**config.mk**
```make
export PLATFORM = sky130hd
export DESIGN_NAME = video_gen
export DESIGN_NICKNAME = d
export VERILOG_FILES = /design/src/hw/vgen_pkg.sv /design/src/hw/vgen_ifs.sv /design/src/hw/video_timing.sv /design/src/hw/vgen_regs.sv /design/src/hw/bitmap_fetch.sv /design/src/hw/video_gen.sv
export VERILOG_INCLUDE_DIRS = /design/src /design/src/hw
export SDC_FILE = /design/constraint.sdc
export NUM_CORES = 1
export LEC_CHECK = 0
export BUFFER_PORTS_ARGS = -buffer_cell sky130_fd_sc_hd__buf_4
export CORE_MARGIN = 2
export CORE_UTILIZATION = 58
export CTS_CLUSTER_DIAMETER = 120
export CTS_CLUSTER_SIZE = 12
export DETAILED_ROUTE_END_ITERATION = 8
export GPL_ROUTABILITY_DRIVEN = 0
export MAX_ROUTING_LAYER = met4
export PLACE_DENSITY = 0.8
export SYNTH_ARGS = -nofsm -noshare
export SYNTH_HDL_FRONTEND = slang
export SYNTH_SLANG_ARGS = --single-unit
```
**constraint.sdc**
```tcl
create_clock -name clk -period 3.2 [get_ports clk]
set_clock_uncertainty 0.1 [all_clocks]
set_input_delay 0.32 -clock clk [delete_from_list [all_inputs] [get_ports clk]]
set_output_delay 0.32 -clock clk [all_outputs]
set_load 0.01 [all_outputs]
```
**src/hw/vgen_consts.svh**
```systemverilog
// video generator constants
// small raster timing so a whole frame fits in a short simulation,
// plus field widths and register reset values
`ifndef VGEN_CONSTS_SVH
`define VGEN_CONSTS_SVH

// horizontal timing in pixel clocks
`define H_VISIBLE       32
`define H_FRONT         2
`define H_SYNC          4
`define H_BACK          2
`define H_TOTAL         (`H_VISIBLE + `H_FRONT + `H_SYNC + `H_BACK)

// vertical timing in lines
`define V_VISIBLE       6
`define V_FRONT         1
`define V_SYNC          2
`define V_BACK          1
`define V_TOTAL         (`V_VISIBLE + `V_FRONT + `V_SYNC + `V_BACK)

`define REG_NUM_W       6                   // register number width
`define PIX_LATENCY     2                   // counter position to pixel out

// register reset values
`define BORDER_RESET    8'h08               // dark grey, shows the generator is alive
`define LINE_LEN_RESET  (`H_VISIBLE / 2)    // one word per two pixels

`endif

```
**src/hw/vgen_pkg.sv**
```systemverilog
// video generator types
// data and address words, pixel and count types, the register map
// and the horizontal phase encoding
`include "vgen_consts.svh"
`default_nettype none

package vgen_pkg;

    typedef logic [15:0] word_t;            // data word
    typedef logic [15:0] addr_t;            // vram word address
    typedef logic [7:0]  color_t;           // palette index
    typedef logic [5:0]  hres_t;            // horizontal count
    typedef logic [3:0]  vres_t;            // vertical count

    // video register numbers
    typedef enum logic [`REG_NUM_W-1:0] {
        VID_CTRL     = 6'h00,               // border color in [7:0]
        SCANLINE     = 6'h02,               // read only, current line
        VID_LEFT     = 6'h04,
        VID_RIGHT    = 6'h05,
        PF_GFX_CTRL  = 6'h10,               // colorbase [15:8], blank [7]
        PF_DISP_ADDR = 6'h12,
        PF_LINE_LEN  = 6'h13
    } vgen_reg_e;

    // horizontal line phases
    typedef enum logic [1:0] {
        VISIBLE,
        FRONT,
        SYNC,
        BACK
    } h_phase_e;

endpackage

`default_nettype wire

```
**src/hw/vgen_ifs.sv**
```systemverilog
// video generator interfaces
// raster position and events from the timing block, and the
// configuration registers as seen by the pixel path
`default_nettype none

interface video_timing_if import vgen_pkg::*; ();
    hres_t  h_count;
    vres_t  v_count;
    logic   h_visible;
    logic   v_visible;
    logic   end_of_line;                    // last count of a line
    logic   end_of_frame;                   // last count of a frame
    logic   end_of_visible;                 // last visible pixel of the frame
    logic   hsync;
    logic   vsync;
    logic   dv_de;

    modport source (
        output h_count, v_count, h_visible, v_visible,
        output end_of_line, end_of_frame, end_of_visible,
        output hsync, vsync, dv_de
    );

    modport sink (
        input h_count, v_count, h_visible, v_visible,
        input end_of_line, end_of_frame, end_of_visible,
        input hsync, vsync, dv_de
    );
endinterface

interface vgen_cfg_if import vgen_pkg::*; ();
    color_t border_color;
    hres_t  vid_left;                       // first column inside window
    hres_t  vid_right;                      // first column past window
    logic   pf_blank;
    color_t pf_colorbase;
    addr_t  pf_disp_addr;
    word_t  pf_line_len;

    modport regs (
        output border_color, vid_left, vid_right,
        output pf_blank, pf_colorbase, pf_disp_addr, pf_line_len
    );

    modport pixel (
        input border_color, vid_left, vid_right,
        input pf_blank, pf_colorbase, pf_disp_addr, pf_line_len
    );
endinterface

`default_nettype wire

```
**src/hw/video_timing.sv**
```systemverilog
// video timing
// free running h/v raster counters with a horizontal phase FSM,
// giving visible flags, active high syncs and line/frame events
`include "vgen_consts.svh"
`default_nettype none

module video_timing import vgen_pkg::*; (
    input  wire logic       clk,
    input  wire logic       reset_i,
    video_timing_if.source  tim
);

    hres_t      h_count;
    vres_t      v_count;
    h_phase_e   h_phase;
    h_phase_e   h_phase_next;
    logic       last_h;                     // last count of the line
    logic       last_v;                     // last line of the frame
    logic       h_visible;
    logic       v_visible;

    assign last_h = (h_count == hres_t'(`H_TOTAL - 1));
    assign last_v = (v_count == vres_t'(`V_TOTAL - 1));

    // each phase ends on its last count
    always_comb begin
        h_phase_next = h_phase;
        case (h_phase)
            VISIBLE: if (h_count == hres_t'(`H_VISIBLE - 1)) h_phase_next = FRONT;
            FRONT:   if (h_count == hres_t'(`H_VISIBLE + `H_FRONT - 1)) h_phase_next = SYNC;
            SYNC: begin
                if (h_count == hres_t'(`H_VISIBLE + `H_FRONT + `H_SYNC - 1)) begin
                    h_phase_next = BACK;
                end
            end
            BACK:    if (last_h) h_phase_next = VISIBLE;
            default: h_phase_next = BACK;
        endcase
    end

    // reset parks on the final count so all outputs idle low,
    // and the first cycle out of reset starts a frame
    always_ff @(posedge clk) begin
        if (reset_i) begin
            h_count <= hres_t'(`H_TOTAL - 1);
            v_count <= vres_t'(`V_TOTAL - 1);
            h_phase <= BACK;
        end else begin
            h_phase <= h_phase_next;
            if (last_h) begin
                h_count <= '0;
                v_count <= last_v ? '0 : v_count + 1'b1;
            end else begin
                h_count <= h_count + 1'b1;
            end
        end
    end

    assign h_visible = (h_phase == VISIBLE);
    assign v_visible = (v_count < vres_t'(`V_VISIBLE));

    assign tim.h_count        = h_count;
    assign tim.v_count        = v_count;
    assign tim.h_visible      = h_visible;
    assign tim.v_visible      = v_visible;
    assign tim.end_of_line    = last_h;
    assign tim.end_of_frame   = last_h && last_v;
    assign tim.end_of_visible = (h_count == hres_t'(`H_VISIBLE - 1)) &&
                                (v_count == vres_t'(`V_VISIBLE - 1));
    assign tim.hsync          = (h_phase == SYNC);
    assign tim.vsync          = (v_count >= vres_t'(`V_VISIBLE + `V_FRONT)) &&
                                (v_count < vres_t'(`V_VISIBLE + `V_FRONT + `V_SYNC));
    assign tim.dv_de          = h_visible && v_visible;

    a_h_count_range: assert property (@(posedge clk) disable iff (reset_i)
        h_count < hres_t'(`H_TOTAL));

    // FSM and counter must never drift apart
    a_phase_matches_count: assert property (@(posedge clk) disable iff (reset_i)
        h_visible == (h_count < hres_t'(`H_VISIBLE)));

endmodule

`default_nettype wire

```
**src/hw/vgen_regs.sv**
```systemverilog
// video configuration registers
// zero wait state APB slave holding border, window and playfield
// settings, with the end of visible area interrupt pulse
`include "vgen_consts.svh"
`default_nettype none

module vgen_regs import vgen_pkg::*; (
    input  wire logic                   clk,
    input  wire logic                   reset_i,
    input  wire logic                   psel_i,
    input  wire logic                   penable_i,
    input  wire logic                   pwrite_i,
    input  wire logic [`REG_NUM_W-1:0]  paddr_i,
    input  wire word_t                  pwdata_i,
    output      word_t                  prdata_o,
    output      logic                   pslverr_o,
    output      logic                   video_intr_o,
    video_timing_if.sink                tim,
    vgen_cfg_if.regs                    cfg
);

    vgen_reg_e  reg_num;
    logic       reg_valid;                  // number maps to a register
    logic       setup;                      // APB setup phase
    logic       wr_access;                  // APB write access phase
    word_t      rd_data;

    color_t     border_color;
    hres_t      vid_left;
    hres_t      vid_right;
    logic       pf_blank;
    color_t     pf_colorbase;
    addr_t      pf_disp_addr;
    word_t      pf_line_len;

    assign reg_num   = vgen_reg_e'(paddr_i);
    assign setup     = psel_i && !penable_i;
    assign wr_access = psel_i && penable_i && pwrite_i;

    // read mux and decode
    always_comb begin
        reg_valid = 1'b1;
        rd_data   = '0;
        case (reg_num)
            VID_CTRL:     rd_data = {8'h00, border_color};
            SCANLINE:     rd_data = word_t'(tim.v_count);
            VID_LEFT:     rd_data = word_t'(vid_left);
            VID_RIGHT:    rd_data = word_t'(vid_right);
            PF_GFX_CTRL:  rd_data = {pf_colorbase, pf_blank, 7'b0};
            PF_DISP_ADDR: rd_data = pf_disp_addr;
            PF_LINE_LEN:  rd_data = pf_line_len;
            default:      reg_valid = 1'b0;
        endcase
    end

    always_ff @(posedge clk) begin
        if (reset_i) begin
            border_color <= `BORDER_RESET;
            vid_left     <= '0;
            vid_right    <= hres_t'(`H_VISIBLE);
            pf_blank     <= 1'b0;
            pf_colorbase <= '0;
            pf_disp_addr <= '0;
            pf_line_len  <= word_t'(`LINE_LEN_RESET);
            pslverr_o    <= 1'b0;
            video_intr_o <= 1'b0;
        end else begin
            video_intr_o <= tim.end_of_visible;     // one pulse per frame
            // error decided in setup, shown during access
            pslverr_o    <= setup && (!reg_valid || (pwrite_i && reg_num == SCANLINE));

            if (wr_access) begin
                case (reg_num)
                    VID_CTRL:     border_color <= pwdata_i[7:0];
                    VID_LEFT:     vid_left     <= hres_t'(pwdata_i);
                    VID_RIGHT:    vid_right    <= hres_t'(pwdata_i);
                    PF_GFX_CTRL: begin
                        pf_colorbase <= pwdata_i[15:8];
                        pf_blank     <= pwdata_i[7];
                    end
                    PF_DISP_ADDR: pf_disp_addr <= pwdata_i;
                    PF_LINE_LEN:  pf_line_len  <= pwdata_i;
                    default: ;                      // scanline and holes ignored
                endcase
            end
        end
    end

    // read data sampled in setup so it is stable through access
    always_ff @(posedge clk) begin
        if (setup) begin
            prdata_o <= rd_data;
        end
    end

    assign cfg.border_color = border_color;
    assign cfg.vid_left     = vid_left;
    assign cfg.vid_right    = vid_right;
    assign cfg.pf_blank     = pf_blank;
    assign cfg.pf_colorbase = pf_colorbase;
    assign cfg.pf_disp_addr = pf_disp_addr;
    assign cfg.pf_line_len  = pf_line_len;

    a_penable_needs_psel: assert property (@(posedge clk) disable iff (reset_i)
        penable_i |-> psel_i);

    // zero wait states, every access phase follows exactly one setup
    a_access_after_setup: assert property (@(posedge clk) disable iff (reset_i)
        (psel_i && penable_i) |-> $past(psel_i && !penable_i));

endmodule

`default_nettype wire

```
**src/hw/bitmap_fetch.sv**
```systemverilog
// bitmap playfield fetch
// reads one vram word per two visible columns, splits it into two
// 8-bit pixels and applies colorbase, window and border
`include "vgen_consts.svh"
`default_nettype none

module bitmap_fetch import vgen_pkg::*; (
    input  wire logic       clk,
    input  wire logic       reset_i,
    video_timing_if.sink    tim,
    vgen_cfg_if.pixel       cfg,
    output      logic       vram_sel_o,
    output      addr_t      vram_addr_o,
    input  wire word_t      vram_data_i,
    output      color_t     color_index_o
);

    addr_t      line_addr;                  // first word of current line
    word_t      line_len;                   // frame copy of pf_line_len
    logic       in_window;
    logic       fetch;
    logic       pix_vis_d1;                 // stage 1 column is visible
    logic       odd_d1;                     // stage 1 column is odd
    logic       show_d1;                    // stage 1 shows bitmap, not border
    word_t      word_q;                     // held word for the odd column
    color_t     pix_byte;

    assign in_window = (tim.h_count >= cfg.vid_left) && (tim.h_count < cfg.vid_right);

    // one read at each even visible column
    assign fetch       = tim.h_visible && tim.v_visible && !tim.h_count[0] && !cfg.pf_blank;
    assign vram_sel_o  = fetch;
    assign vram_addr_o = line_addr + addr_t'(tim.h_count[5:1]);

    // address and length are taken once per frame, step after each
    // visible line
    always_ff @(posedge clk) begin
        if (tim.end_of_frame) begin
            line_addr <= cfg.pf_disp_addr;
            line_len  <= cfg.pf_line_len;
        end else if (tim.end_of_line && tim.v_visible) begin
            line_addr <= line_addr + line_len;
        end
    end

    always_ff @(posedge clk) begin
        if (reset_i) begin
            pix_vis_d1 <= 1'b0;
            odd_d1     <= 1'b0;
            show_d1    <= 1'b0;
        end else begin
            pix_vis_d1 <= tim.dv_de;
            odd_d1     <= tim.h_count[0];
            show_d1    <= in_window && !cfg.pf_blank;
        end
    end

    // vram word arrives while its even column is in stage 1
    always_ff @(posedge clk) begin
        if (!odd_d1) begin
            word_q <= vram_data_i;
        end
    end

    assign pix_byte = odd_d1 ? word_q[7:0] : vram_data_i[15:8];     // high byte first

    always_ff @(posedge clk) begin
        if (reset_i) begin
            color_index_o <= '0;
        end else if (!pix_vis_d1) begin
            color_index_o <= '0;
        end else if (!show_d1) begin
            color_index_o <= cfg.border_color;
        end else begin
            color_index_o <= pix_byte ^ cfg.pf_colorbase;
        end
    end

    // reads only land on displayed pixels
    a_fetch_in_display: assert property (@(posedge clk) disable iff (reset_i)
        vram_sel_o |-> (tim.h_count < hres_t'(`H_VISIBLE)) &&
                       (tim.v_count < vres_t'(`V_VISIBLE)));

endmodule

`default_nettype wire

```
**src/hw/video_gen.sv**
```systemverilog
// video generator top
// timing, registers and bitmap fetch on plain ports, with syncs
// and display enable delayed to line up with the pixel output
`include "vgen_consts.svh"
`default_nettype none

module video_gen import vgen_pkg::*; (
    input  wire logic                   clk,
    input  wire logic                   reset_i,
    // APB register port
    input  wire logic                   psel_i,
    input  wire logic                   penable_i,
    input  wire logic                   pwrite_i,
    input  wire logic [`REG_NUM_W-1:0]  paddr_i,
    input  wire word_t                  pwdata_i,
    output      word_t                  prdata_o,
    output      logic                   pslverr_o,
    output      logic                   video_intr_o,
    // video memory
    output      logic                   vram_sel_o,
    output      addr_t                  vram_addr_o,
    input  wire word_t                  vram_data_i,
    // video out
    output      color_t                 color_index_o,
    output      logic                   hsync_o,
    output      logic                   vsync_o,
    output      logic                   dv_de_o
);

    video_timing_if tim_if();
    vgen_cfg_if     cfg_if();

    logic [2:0]     sync_d [`PIX_LATENCY];  // {hsync, vsync, dv_de} per stage

    video_timing u_timing (
        .clk        (clk),
        .reset_i    (reset_i),
        .tim        (tim_if.source)
    );

    vgen_regs u_regs (
        .clk            (clk),
        .reset_i        (reset_i),
        .psel_i         (psel_i),
        .penable_i      (penable_i),
        .pwrite_i       (pwrite_i),
        .paddr_i        (paddr_i),
        .pwdata_i       (pwdata_i),
        .prdata_o       (prdata_o),
        .pslverr_o      (pslverr_o),
        .video_intr_o   (video_intr_o),
        .tim            (tim_if.sink),
        .cfg            (cfg_if.regs)
    );

    bitmap_fetch u_fetch (
        .clk            (clk),
        .reset_i        (reset_i),
        .tim            (tim_if.sink),
        .cfg            (cfg_if.pixel),
        .vram_sel_o     (vram_sel_o),
        .vram_addr_o    (vram_addr_o),
        .vram_data_i    (vram_data_i),
        .color_index_o  (color_index_o)
    );

    // match the pixel pipeline depth
    always_ff @(posedge clk) begin
        if (reset_i) begin
            for (int i = 0; i < `PIX_LATENCY; i++) begin
                sync_d[i] <= '0;
            end
        end else begin
            sync_d[0] <= {tim_if.hsync, tim_if.vsync, tim_if.dv_de};
            for (int i = 1; i < `PIX_LATENCY; i++) begin
                sync_d[i] <= sync_d[i-1];
            end
        end
    end

    assign {hsync_o, vsync_o, dv_de_o} = sync_d[`PIX_LATENCY-1];

endmodule

`default_nettype wire

```
### Word level (Yosys, flattened, before mapping)

Memory sizes are Yosys's and may differ from the RTL's.
Cells that the tools add are included.

| word-level totals | value |
|---|---|
| memories kept | 1 |
| register bits | 142 |
| input bits | 43 |
| output and inout bits | 46 |
| bits in writable memories | 6 |

Memories:

| name | depth | bits a word | read ports | clocked after memory_dff | wr ports | line | RTL |
|---|---|---|---|---|---|---|---|
| sync_d | 2 | 3 | 2 | 0 | 2 | video_gen.sv:33 | `` logic [2:0] sync_d [`PIX_LATENCY]; `` |

| operators by class | value |
|---|---|
| reductions and logical operators | 32 |
| $lt $le $gt $ge | 5 |
| muxes and demuxes | 18 |
| equal/unequal tests | 19 |
| add/subtract/negate cells | 4 |
| bitwise logic cells | 4 |

Operators by type and width:

| kind | count |
|---|---|
| 16-bit case mux with 7 select lines | 1 |
| 16-bit two-way mux | 2 |
| 6-bit by 5-bit equality test with 1-bit output, second input constant | 4 |
| 6-bit equality test, second input constant | 3 |
| 16-bit adder | 1 |
| 16-bit by 5-bit adder with 16-bit output | 1 |
| 8-bit two-way mux | 2 |
| 1-bit logical AND | 14 |
| 6-bit by 3-bit equality test with 1-bit output, second input constant | 2 |
| 2-bit AND reduction | 6 |
| 2-bit two-way mux | 4 |
| 2-bit case mux with 4 select lines | 1 |
| 8-bit XOR | 1 |
| 7-bit OR reduction | 1 |
| 6-bit by 1-bit adder with 6-bit output, second input constant | 1 |
| 6-bit by 2-bit equality test with 1-bit output, second input constant | 1 |
| 6-bit greater-or-equal comparator | 1 |
| 6-bit logical NOT | 1 |
| 6-bit < comparator | 1 |
| 3-bit two-way mux | 2 |
| 6-bit two-way mux | 1 |
| 2-bit by 1-bit inequality test with 1-bit output, second input constant | 3 |
| 4-bit by 1-bit adder with 4-bit output, second input constant | 1 |
| 2-bit equality test, second input constant | 2 |
| other kinds (17) | 25 |

### Longest topological paths before layout

Gate-level depths: netlist (run 1).

| logic depth | value |
|---|---|
| depth after elaboration | 6 |
| mapped depth | 8 |

### Cells and area by module

From an unflattened synthesis (run 1), not the netlist that was laid out.

| second synthesis, totals | value |
|---|---|
| cell total of the unflattened synthesis | 770 |
| area, all modules | 7,494.7 um^2 |

Modules (own cells, without submodules):

| module | times used | area each (um^2) | cells each |
|---|---|---|---|
| bitmap_fetch | 1 | 3,373.2 | 328 |
| vgen_regs | 1 | 3,230.6 | 352 |
| video_timing | 1 | 733.2 | 78 |
| video_gen | 1 | 157.7 | 12 |

### Worst setup path after synthesis (run 1)

No wires, ideal clock.

| path | value |
|---|---|
| kind | reg2reg |
| from | reg u_fetch.line_addr[0] |
| to | reg u_fetch.line_addr[14] (data pin) |
| slack | 0.811 ns |
| cell stages (with the launch flop) | 9 |
| setup time | 0.137 ns |
| required time | 2.963 ns |
| clock period less this slack | 2.389 ns |
| path buffers | 0 |
| arrival time | 2.152 ns |
| cell sequence | edfxtp_1 ha_1 fa_1 a211o_1 o211ai_1 a21oi_1 a31o_2 or3_1 nand4_1 |

| between the ends | value |
|---|---|
| cells in the longest elaborated chain, start to end | 3 |

RTL lines:

| what | line | RTL |
|---|---|---|
| start: declaration | bitmap_fetch.sv:18 | `addr_t line_addr;` |
| start signal: assignment | bitmap_fetch.sv:39 | `line_addr <= cfg.pf_disp_addr;` |
| start signal: assignment | bitmap_fetch.sv:42 | `line_addr <= line_addr + line_len;` |
| 16-bit adder | bitmap_fetch.sv:42 |  |
| 16-bit two-way mux | bitmap_fetch.sv:41 | `end else if (tim.end_of_line && tim.v_visible) begin` |
| 16-bit two-way mux | bitmap_fetch.sv:38 | `if (tim.end_of_frame) begin` |

No other way between the ends. The select of a mux whose other input is x is not followed.
A chain may end at the register's enable or synchronous reset.

### Worst setup path in the final report (run 1)

| path | value |
|---|---|
| from | reg u_timing.h_count[1], in the netlist u_timing.tim.h_count[1] |
| to | out vram_addr_o[8] |

| between the ends | value |
|---|---|
| cells in the longest elaborated chain, start to end | 1 |

RTL lines:

| what | line | RTL |
|---|---|---|
| start: declaration | video_timing.sv:13 | `hres_t h_count;` |
| start signal: assignment | video_timing.sv:45 | `` h_count <= hres_t'(`H_TOTAL - 1); `` |
| start signal: assignment | video_timing.sv:54 | `h_count <= h_count + 1'b1;` |
| 16-bit by 5-bit adder with 16-bit output | bitmap_fetch.sv:33 | `assign vram_addr_o = line_addr + addr_t'(tim.h_count[5:1]);` |
| end: declaration | video_gen.sv:21 | `output addr_t vram_addr_o,` |

No other way between the ends.

==> impl_metrics.ini, run 1 <==
[drt]
firstDrtPassIters = 5
wl_um = 18000
routedWlPerCell_um = 17.8
vias = 5844
drc_errors = 0
drt_iter0_drc = 494
vias_per_cell = 5.76
drtAntennaViolNets = 0

[power]
p_leak_nw = 3.58
peakVddDrop_uv = 365
pwr-share-clk = 0.270
swShare = 0.350
p_seq_frac = 0.351
switching_power_mw = 2.63
intPower_mw = 4.90
powerDensity_mw_per_mm2 = 857
combPwrFrac = 0.379

[critical_path]
crit_fanout = 7
cp_slowest_cell = fa_1
cp_cell_sequence = ha_1 -> fa_1 -> a21o_1 -> a21oi_1 -> o21bai_1 -> nand4_1 -> xnor2_1 -> buf_4
worstSetupPathType = flop to output port
critPathLaunchType = flop
regToRegSetupSlack_ns = 0.60
r2r_cells = 8
critical_path.max_stage_delay_ns = 0.41
timing.rr.start = u_fetch.line_len[0]$_DFFE_PP_
end_kind = output port
critical_path_arrival_ns = 2.52
crit_required_ns = 2.78
regToRegEndpoint = u_fetch.line_addr[10]$_DFFE_PP_

[clock_network]
clk_path_buf_depth = 2
hold_buffers = 8
clk_pin_slew_ns = 0.06
insertion_delay_ns = 0.42
cts_tree = built
cts_root_buffer = clkbuf_16
numCtsBuffers = 17
h-tree-depth = 4
post_cts_buffers = 0
ctsResizeCount = 0
cts.sinks = 147

[global_route]
grt_pass1_wl_um = 28900
grt.total_usage = 0.289
grt_max_degree = 78
antenna_found_initial = 0
grt_pass1_vias = 5811
grt-ovfl-total = 0

[place]
place_area_mm2 = 0.00808
dp_hpwl_um = 12900
port_buffers = 88
dp_slack_ns = 0.624

[timing]
fmax_mhz = 340
setup_viol = 0
rsz0062_at_grt = false
setup_ws_ns = 0.258
min_period_ns = 2.94
fin_setup_tns_ns = 0
maxSlewHeadroom = 0.352
finalCritPeriodShare = 0.919
tightest_slew_ns = 0.971
slew_violations = 0
hold_violations = 0

[logic_synthesis]
netlist.area_leader.share = 0.249
syn_area_per_cell_um2 = 9.87
ys_async_sr_fraction = 0
syn-num-nets = 824
synth_edf_count = 56
ys_types = 52
synth_seq_cells = 147
syn_inst = 741
yosysSeqAreaShare = 0.479
synth_flop_cell = dfxtp_1
synth_warnings = 0
syn_area_mm2 = 0.00731
yosysTopAreaCell = dfxtp_1
synth_area_leaders = dfxtp_1 25%, edfxtp_1 23%, mux2i_1 11%

[finish]
diodes = 0
layout_common_cells = 103 x nor2_1, 95 x buf_4, 91 x dfxtp_1
final_layout_size_suffix_gt1_frac = 0.159
syn_to_final_growth_pct = 20.2
layout_commonest_cell = nor2_1
nets = 912
fin_area_mm2 = 0.00878

[flow_run]
maxCapViolCount = 0

[worst_hold_path]
hold_end = u_regs.cfg.border_color[3]$_SDFFE_PP1P_
min-delay-start = pwdata_i[3]
min_path_cells = 2
hp-class = input port to flop

[die]
row_count = 41
die_width_um = 116
start_util = 0.586
ioPinCount = 89
die_h_um = 116
core_mm2 = 0.0125
die_area_mm2 = 0.0135

[run_status]
status = completed
==> area by class of cell <==
type                    count  area, um^2
clock inverters             8        87.6
multi-input cells         539        3570
fillers                   929        3680
repair buffers            103         793
flip-flops and latches    147        3500
clock buffers              24         536
well taps                 172         215
inverters                  21        78.8
==> cell usage after synthesis, types with 2 or more instances <==
| cell type | n |
|---|---|
| o21bai_1 | 3 |
| and3_1 | 6 |
| o211ai_1 | 13 |
| xnor2_1 | 27 |
| inv_1 | 21 |
| o21ai_0 | 23 |
| a211oi_1 | 4 |
| mux2i_1 | 81 |
| o21a_1 | 3 |
| and2_1 | 5 |
| a211o_1 | 2 |
| ha_1 | 38 |
| a21oi_1 | 60 |
| nor3b_1 | 3 |
| edfxtp_1 | 56 |
| buf_4 | 3 |
| a21o_1 | 10 |
| buf_2 | 2 |
| o22ai_1 | 2 |
| nand3_1 | 17 |
| nor2b_1 | 9 |
| nor4_1 | 3 |
| buf_6 | 3 |
| nor3_1 | 7 |
| nand2b_1 | 7 |
| nand2_1 | 77 |
| nand4_1 | 3 |
| dfxtp_1 | 91 |
| buf_1 | 2 |
| nor2_1 | 103 |
| a31oi_1 | 2 |
| fa_1 | 2 |
| xor2_1 | 10 |
| or3_1 | 2 |
| clkbuf_1 | 24 |
==> metal layers <==
metal  global-route usage  up-vias  part of all wire
met2                0.443      275              0.47
met5                    -        -                 0
met3               0.0581       45             0.072
li1                     -     2779                 -
met4                0.120        0             0.029
met1                0.376     2745              0.43
==> flip-flops by register name, indices dropped and copies added, names as in the netlist <==
name,cells
u_fetch.color_index_o,8
u_regs.cfg.border_color,8
u_fetch.line_addr,16
sync_d,6
u_regs.cfg.pf_blank,1
u_regs.cfg.vid_left,6
u_timing.tim.v_count,4
u_fetch.line_len,16
u_fetch.show_d1,1
u_regs.pslverr_o,1
u_fetch.word_q,8
u_timing.h_phase,2
u_regs.prdata_o,16
u_regs.cfg.pf_disp_addr,16
u_regs.cfg.vid_right,6
u_timing.tim.h_count,6
u_regs.cfg.pf_line_len,16
u_fetch.odd_d1,1
u_regs.video_intr_o,1
u_regs.cfg.pf_colorbase,8
==> power by group through the flow <==
| stage | Sequential, mW | Combinational, mW | Clock [mW] |
|---|---|---|---|
| 2_1_floorplan | 2.55 | 2.02 | 0 |
| 3_3_place_gp | 2.65 | 2.66 | 0 |
| 3_5_place_dp | 2.67 | 2.80 | 0 |
| 4_1_cts | 2.63 | 2.85 | 2.05 |
| 5_1_grt | 2.67 | 3.17 | 2.13 |
| 6_report | 2.64 | 2.85 | 2.03 |
==> through the flow <==
stage / util / hold slack [ns] / total power, mW / instances
floorplan: - / 0.314 / 4.57 / 741
global placement: 0.648 / 0.324 / 5.31 / 974
detailed placement: 0.648 / 0.329 / 5.47 / 974
CTS: 0.705 / 0.0490 / 7.52 / 1014
global route: 0.705 / 0.0536 / 7.97 / 1014
finish: 0.705 / 0.0616 / 7.53 / 1014
==> critical path, delay by kind of cell (launching register included) <==
kind / cells / cell delay (ns)
adders and majority gates: 2 / 0.69
AOI/OAI and AO/OA: 3 / 0.60
DFF: 1 / 0.40
and+or+nand+nor: 1 / 0.15
buffers and inverters: 1 / 0.14
xor gates and xnor gates: 1 / 0.12
==> cell families (layout without fill, tap and decap cells) <==
kind of cell,after synthesis,count (layout),synth area share
buffers and inverters,55,156,0.0332
XOR/XNOR,37,37,0.0443
flip-flops,147,147,0.479
adder cells (fa/ha/maj),40,40,0.0705
AND/OR/NAND/NOR,250,250,0.154
multiplexers,81,81,0.111
AO/OA/AOI/OAI,131,131,0.108
==> how the worst max path moves through the flow <==
stage / start / end / slack, ns / cells past startpoint
6_report: u_timing.tim.h_count[1]$_SDFF_PP1_ / vram_addr_o[8] / 0.26 / 8
5_1_grt: u_timing.tim.h_count[1]$_SDFF_PP1_ / vram_addr_o[8] / 0.04 / 8
4_1_cts: u_timing.tim.h_count[1]$_SDFF_PP1_ / vram_addr_o[8] / 0.23 / 8
3_5_place_dp: u_fetch.line_len[0]$_DFFE_PP_ / u_fetch.line_addr[14]$_DFFE_PP_ / 0.62 / 8
3_3_place_gp: u_fetch.line_addr[0]$_DFFE_PP_ / u_fetch.line_addr[14]$_DFFE_PP_ / 0.70 / 8
2_1_floorplan: u_fetch.line_addr[0]$_DFFE_PP_ / u_fetch.line_addr[14]$_DFFE_PP_ / 0.81 / 8
No activity file was read; power rests on OpenSTA's default activity.
==> inputs of run 2 (changes only) <==
--- a/config.mk
+++ b/config.mk
@@ -14,4 +14,5 @@
 export DETAILED_ROUTE_END_ITERATION = 8
 export GPL_ROUTABILITY_DRIVEN = 0
+export GPL_TIMING_DRIVEN = 0
 export MAX_ROUTING_LAYER = met4
 export PLACE_DENSITY = 0.8
==> constraint.sdc (replaced) <==
create_clock -name clk -period 3.2 [get_ports clk]
set_clock_uncertainty 0.1 [all_clocks]
set_input_delay 0.32 -clock clk [delete_from_list [all_inputs] [get_ports clk]]
set_output_delay 0.32 -clock clk [all_outputs]
set_load 0.005 [all_outputs]
==> impl_metrics.ini, run 2 (synthesis gave the netlist of run 1 again) <==
[run_status]
status = completed

[timing]
setup_viol = 0
min_period_ns = 2.95
setup_ws_ns = 0.249
fmax_mhz = 339
hold_violations = 0
slew_violations = 0
fin_setup_tns_ns = 0
hold_slack_ns = 0.0749
maxSlewHeadroom = 0.117
rsz0062_at_grt = false
tightest_slew_ns = 1.32
finalCritPeriodShare = 0.922

[power]
pwr-share-clk = 0.274
swShare = 0.339
combPwrFrac = 0.375
switching_power_mw = 2.52
powerDensity_mw_per_mm2 = 837
p_seq_frac = 0.351
intPower_mw = 4.91
p_leak_nw = 3.60
peakVddDrop_uv = 338

[clock_network]
hold_buffers = 8
post_cts_buffers = 0
clk_path_buf_depth = 2
numCtsBuffers = 17
cts.sinks = 147
ctsResizeCount = 0
cts_root_buffer = clkbuf_16
insertion_delay_ns = 0.42
h-tree-depth = 4
clk_pin_slew_ns = 0.06
cts_tree = built

[flow_run]
maxCapViolCount = 0

[global_route]
antenna_found_initial = 1
grt_pass1_wl_um = 29500
grt_pass1_vias = 5888
grt-ovfl-total = 0
grt.total_usage = 0.295
grt_max_degree = 26

[drt]
drc_errors = 0
wl_um = 18700
vias_per_cell = 5.77
vias = 6003
drt_iter0_drc = 517
drtAntennaViolNets = 0
firstDrtPassIters = 5
routedWlPerCell_um = 18.0

[finish]
fin_cells = 1040
layout_common_cells = 103 x nor2_1, 91 x dfxtp_1, 89 x buf_4
layout_commonest_cell = nor2_1
fill_cells = 874
final_layout_size_suffix_gt1_frac = 0.152
nets = 937
syn_to_final_growth_pct = 21.4
regArea_mm2 = 0.00350
multi_input_area_mm2 = 0.00357

[place]
dp_hpwl_um = 13700
post-place-cells = 999
port_buffers = 86
dp_slack_ns = 0.320

[die]
row_count = 41
start_util = 0.586
ioPinCount = 89
core_mm2 = 0.0125
die_h_um = 116
die_area_mm2 = 0.0135
die_width_um = 116

[critical_path]
critPathLaunchType = flop
worstSetupPathType = flop to output port
crit_required_ns = 2.78
end_kind = output port
critical_path_arrival_ns = 2.53
crit_fanout = 12

[worst_hold_path]
hp-class = input port to flop
[run 2: power by group through the flow]
stage | sequential, mW | combinational [mW] | clock, mW
floorplan | 2.54 | 1.95 | 0
global placement | 2.62 | 2.58 | 0
detailed placement | 2.64 | 2.72 | 0
CTS | 2.60 | 2.76 | 2.04
global route | 2.65 | 3.11 | 2.12
finish | 2.61 | 2.79 | 2.04
[run 2: cell type report]
| type | instances | area share |
|---|---|---|
| flip-flops and latches | 147 | 0.395 |
| multi-input cells | 539 | 0.402 |
| diodes | 1 | 0.000282 |
| well taps | 172 | 0.0243 |
| clock buffers | 24 | 0.0591 |
| repair buffers | 94 | 0.0818 |
| inverters | 21 | 0.00888 |
| plain buffers | 34 | 0.0185 |
| clock inverters | 8 | 0.0104 |
[run 2: metrics by stage]
stage	instance area [um^2]	util	power [mW]
after global placement	8170	0.656	5.20
after floorplan	7310	-	4.49
after CTS	8870	0.712	7.41
final	8870	0.712	7.43
after detailed placement	8170	0.656	5.36
after global routing	8870	0.712	7.88
[run 2: per-layer routing]
layer	vias up	part of all wire	global-route usage
met3	41	0.079	0.0586
met4	0	0.028	0.111
li1	2834	-	-
met2	304	0.48	0.478
met5	-	0	-
met1	2824	0.41	0.368
[run 2: path summary, 6_finish.rpt]
check,startpoint,end,slack [ns],cells after the start
min reg2reg,sync_d[0][2]$_SDFF_PP0_,sync_d[0][5]$_SDFF_PP0_,0.34,1
min,pwdata_i[13],u_regs.cfg.pf_disp_addr[13]$_SDFFE_PP0P_,0.07,3
max,u_timing.tim.h_count[2]$_SDFF_PP1_,vram_addr_o[7],0.25,8
max reg2reg,u_timing.tim.h_count[5]$_SDFF_PP1_,u_fetch.line_addr[10]$_DFFE_PP_,0.27,6
[run 2: critical path: stages (launching register included)]
cell	delay, ns
dfxtp_1	0.64
ha_1	0.33
a21o_1	0.15
a21oi_1	0.27
o21bai_1	0.11
a21oi_1	0.24
nor2_1	0.09
xor2_1	0.14
buf_4	0.13
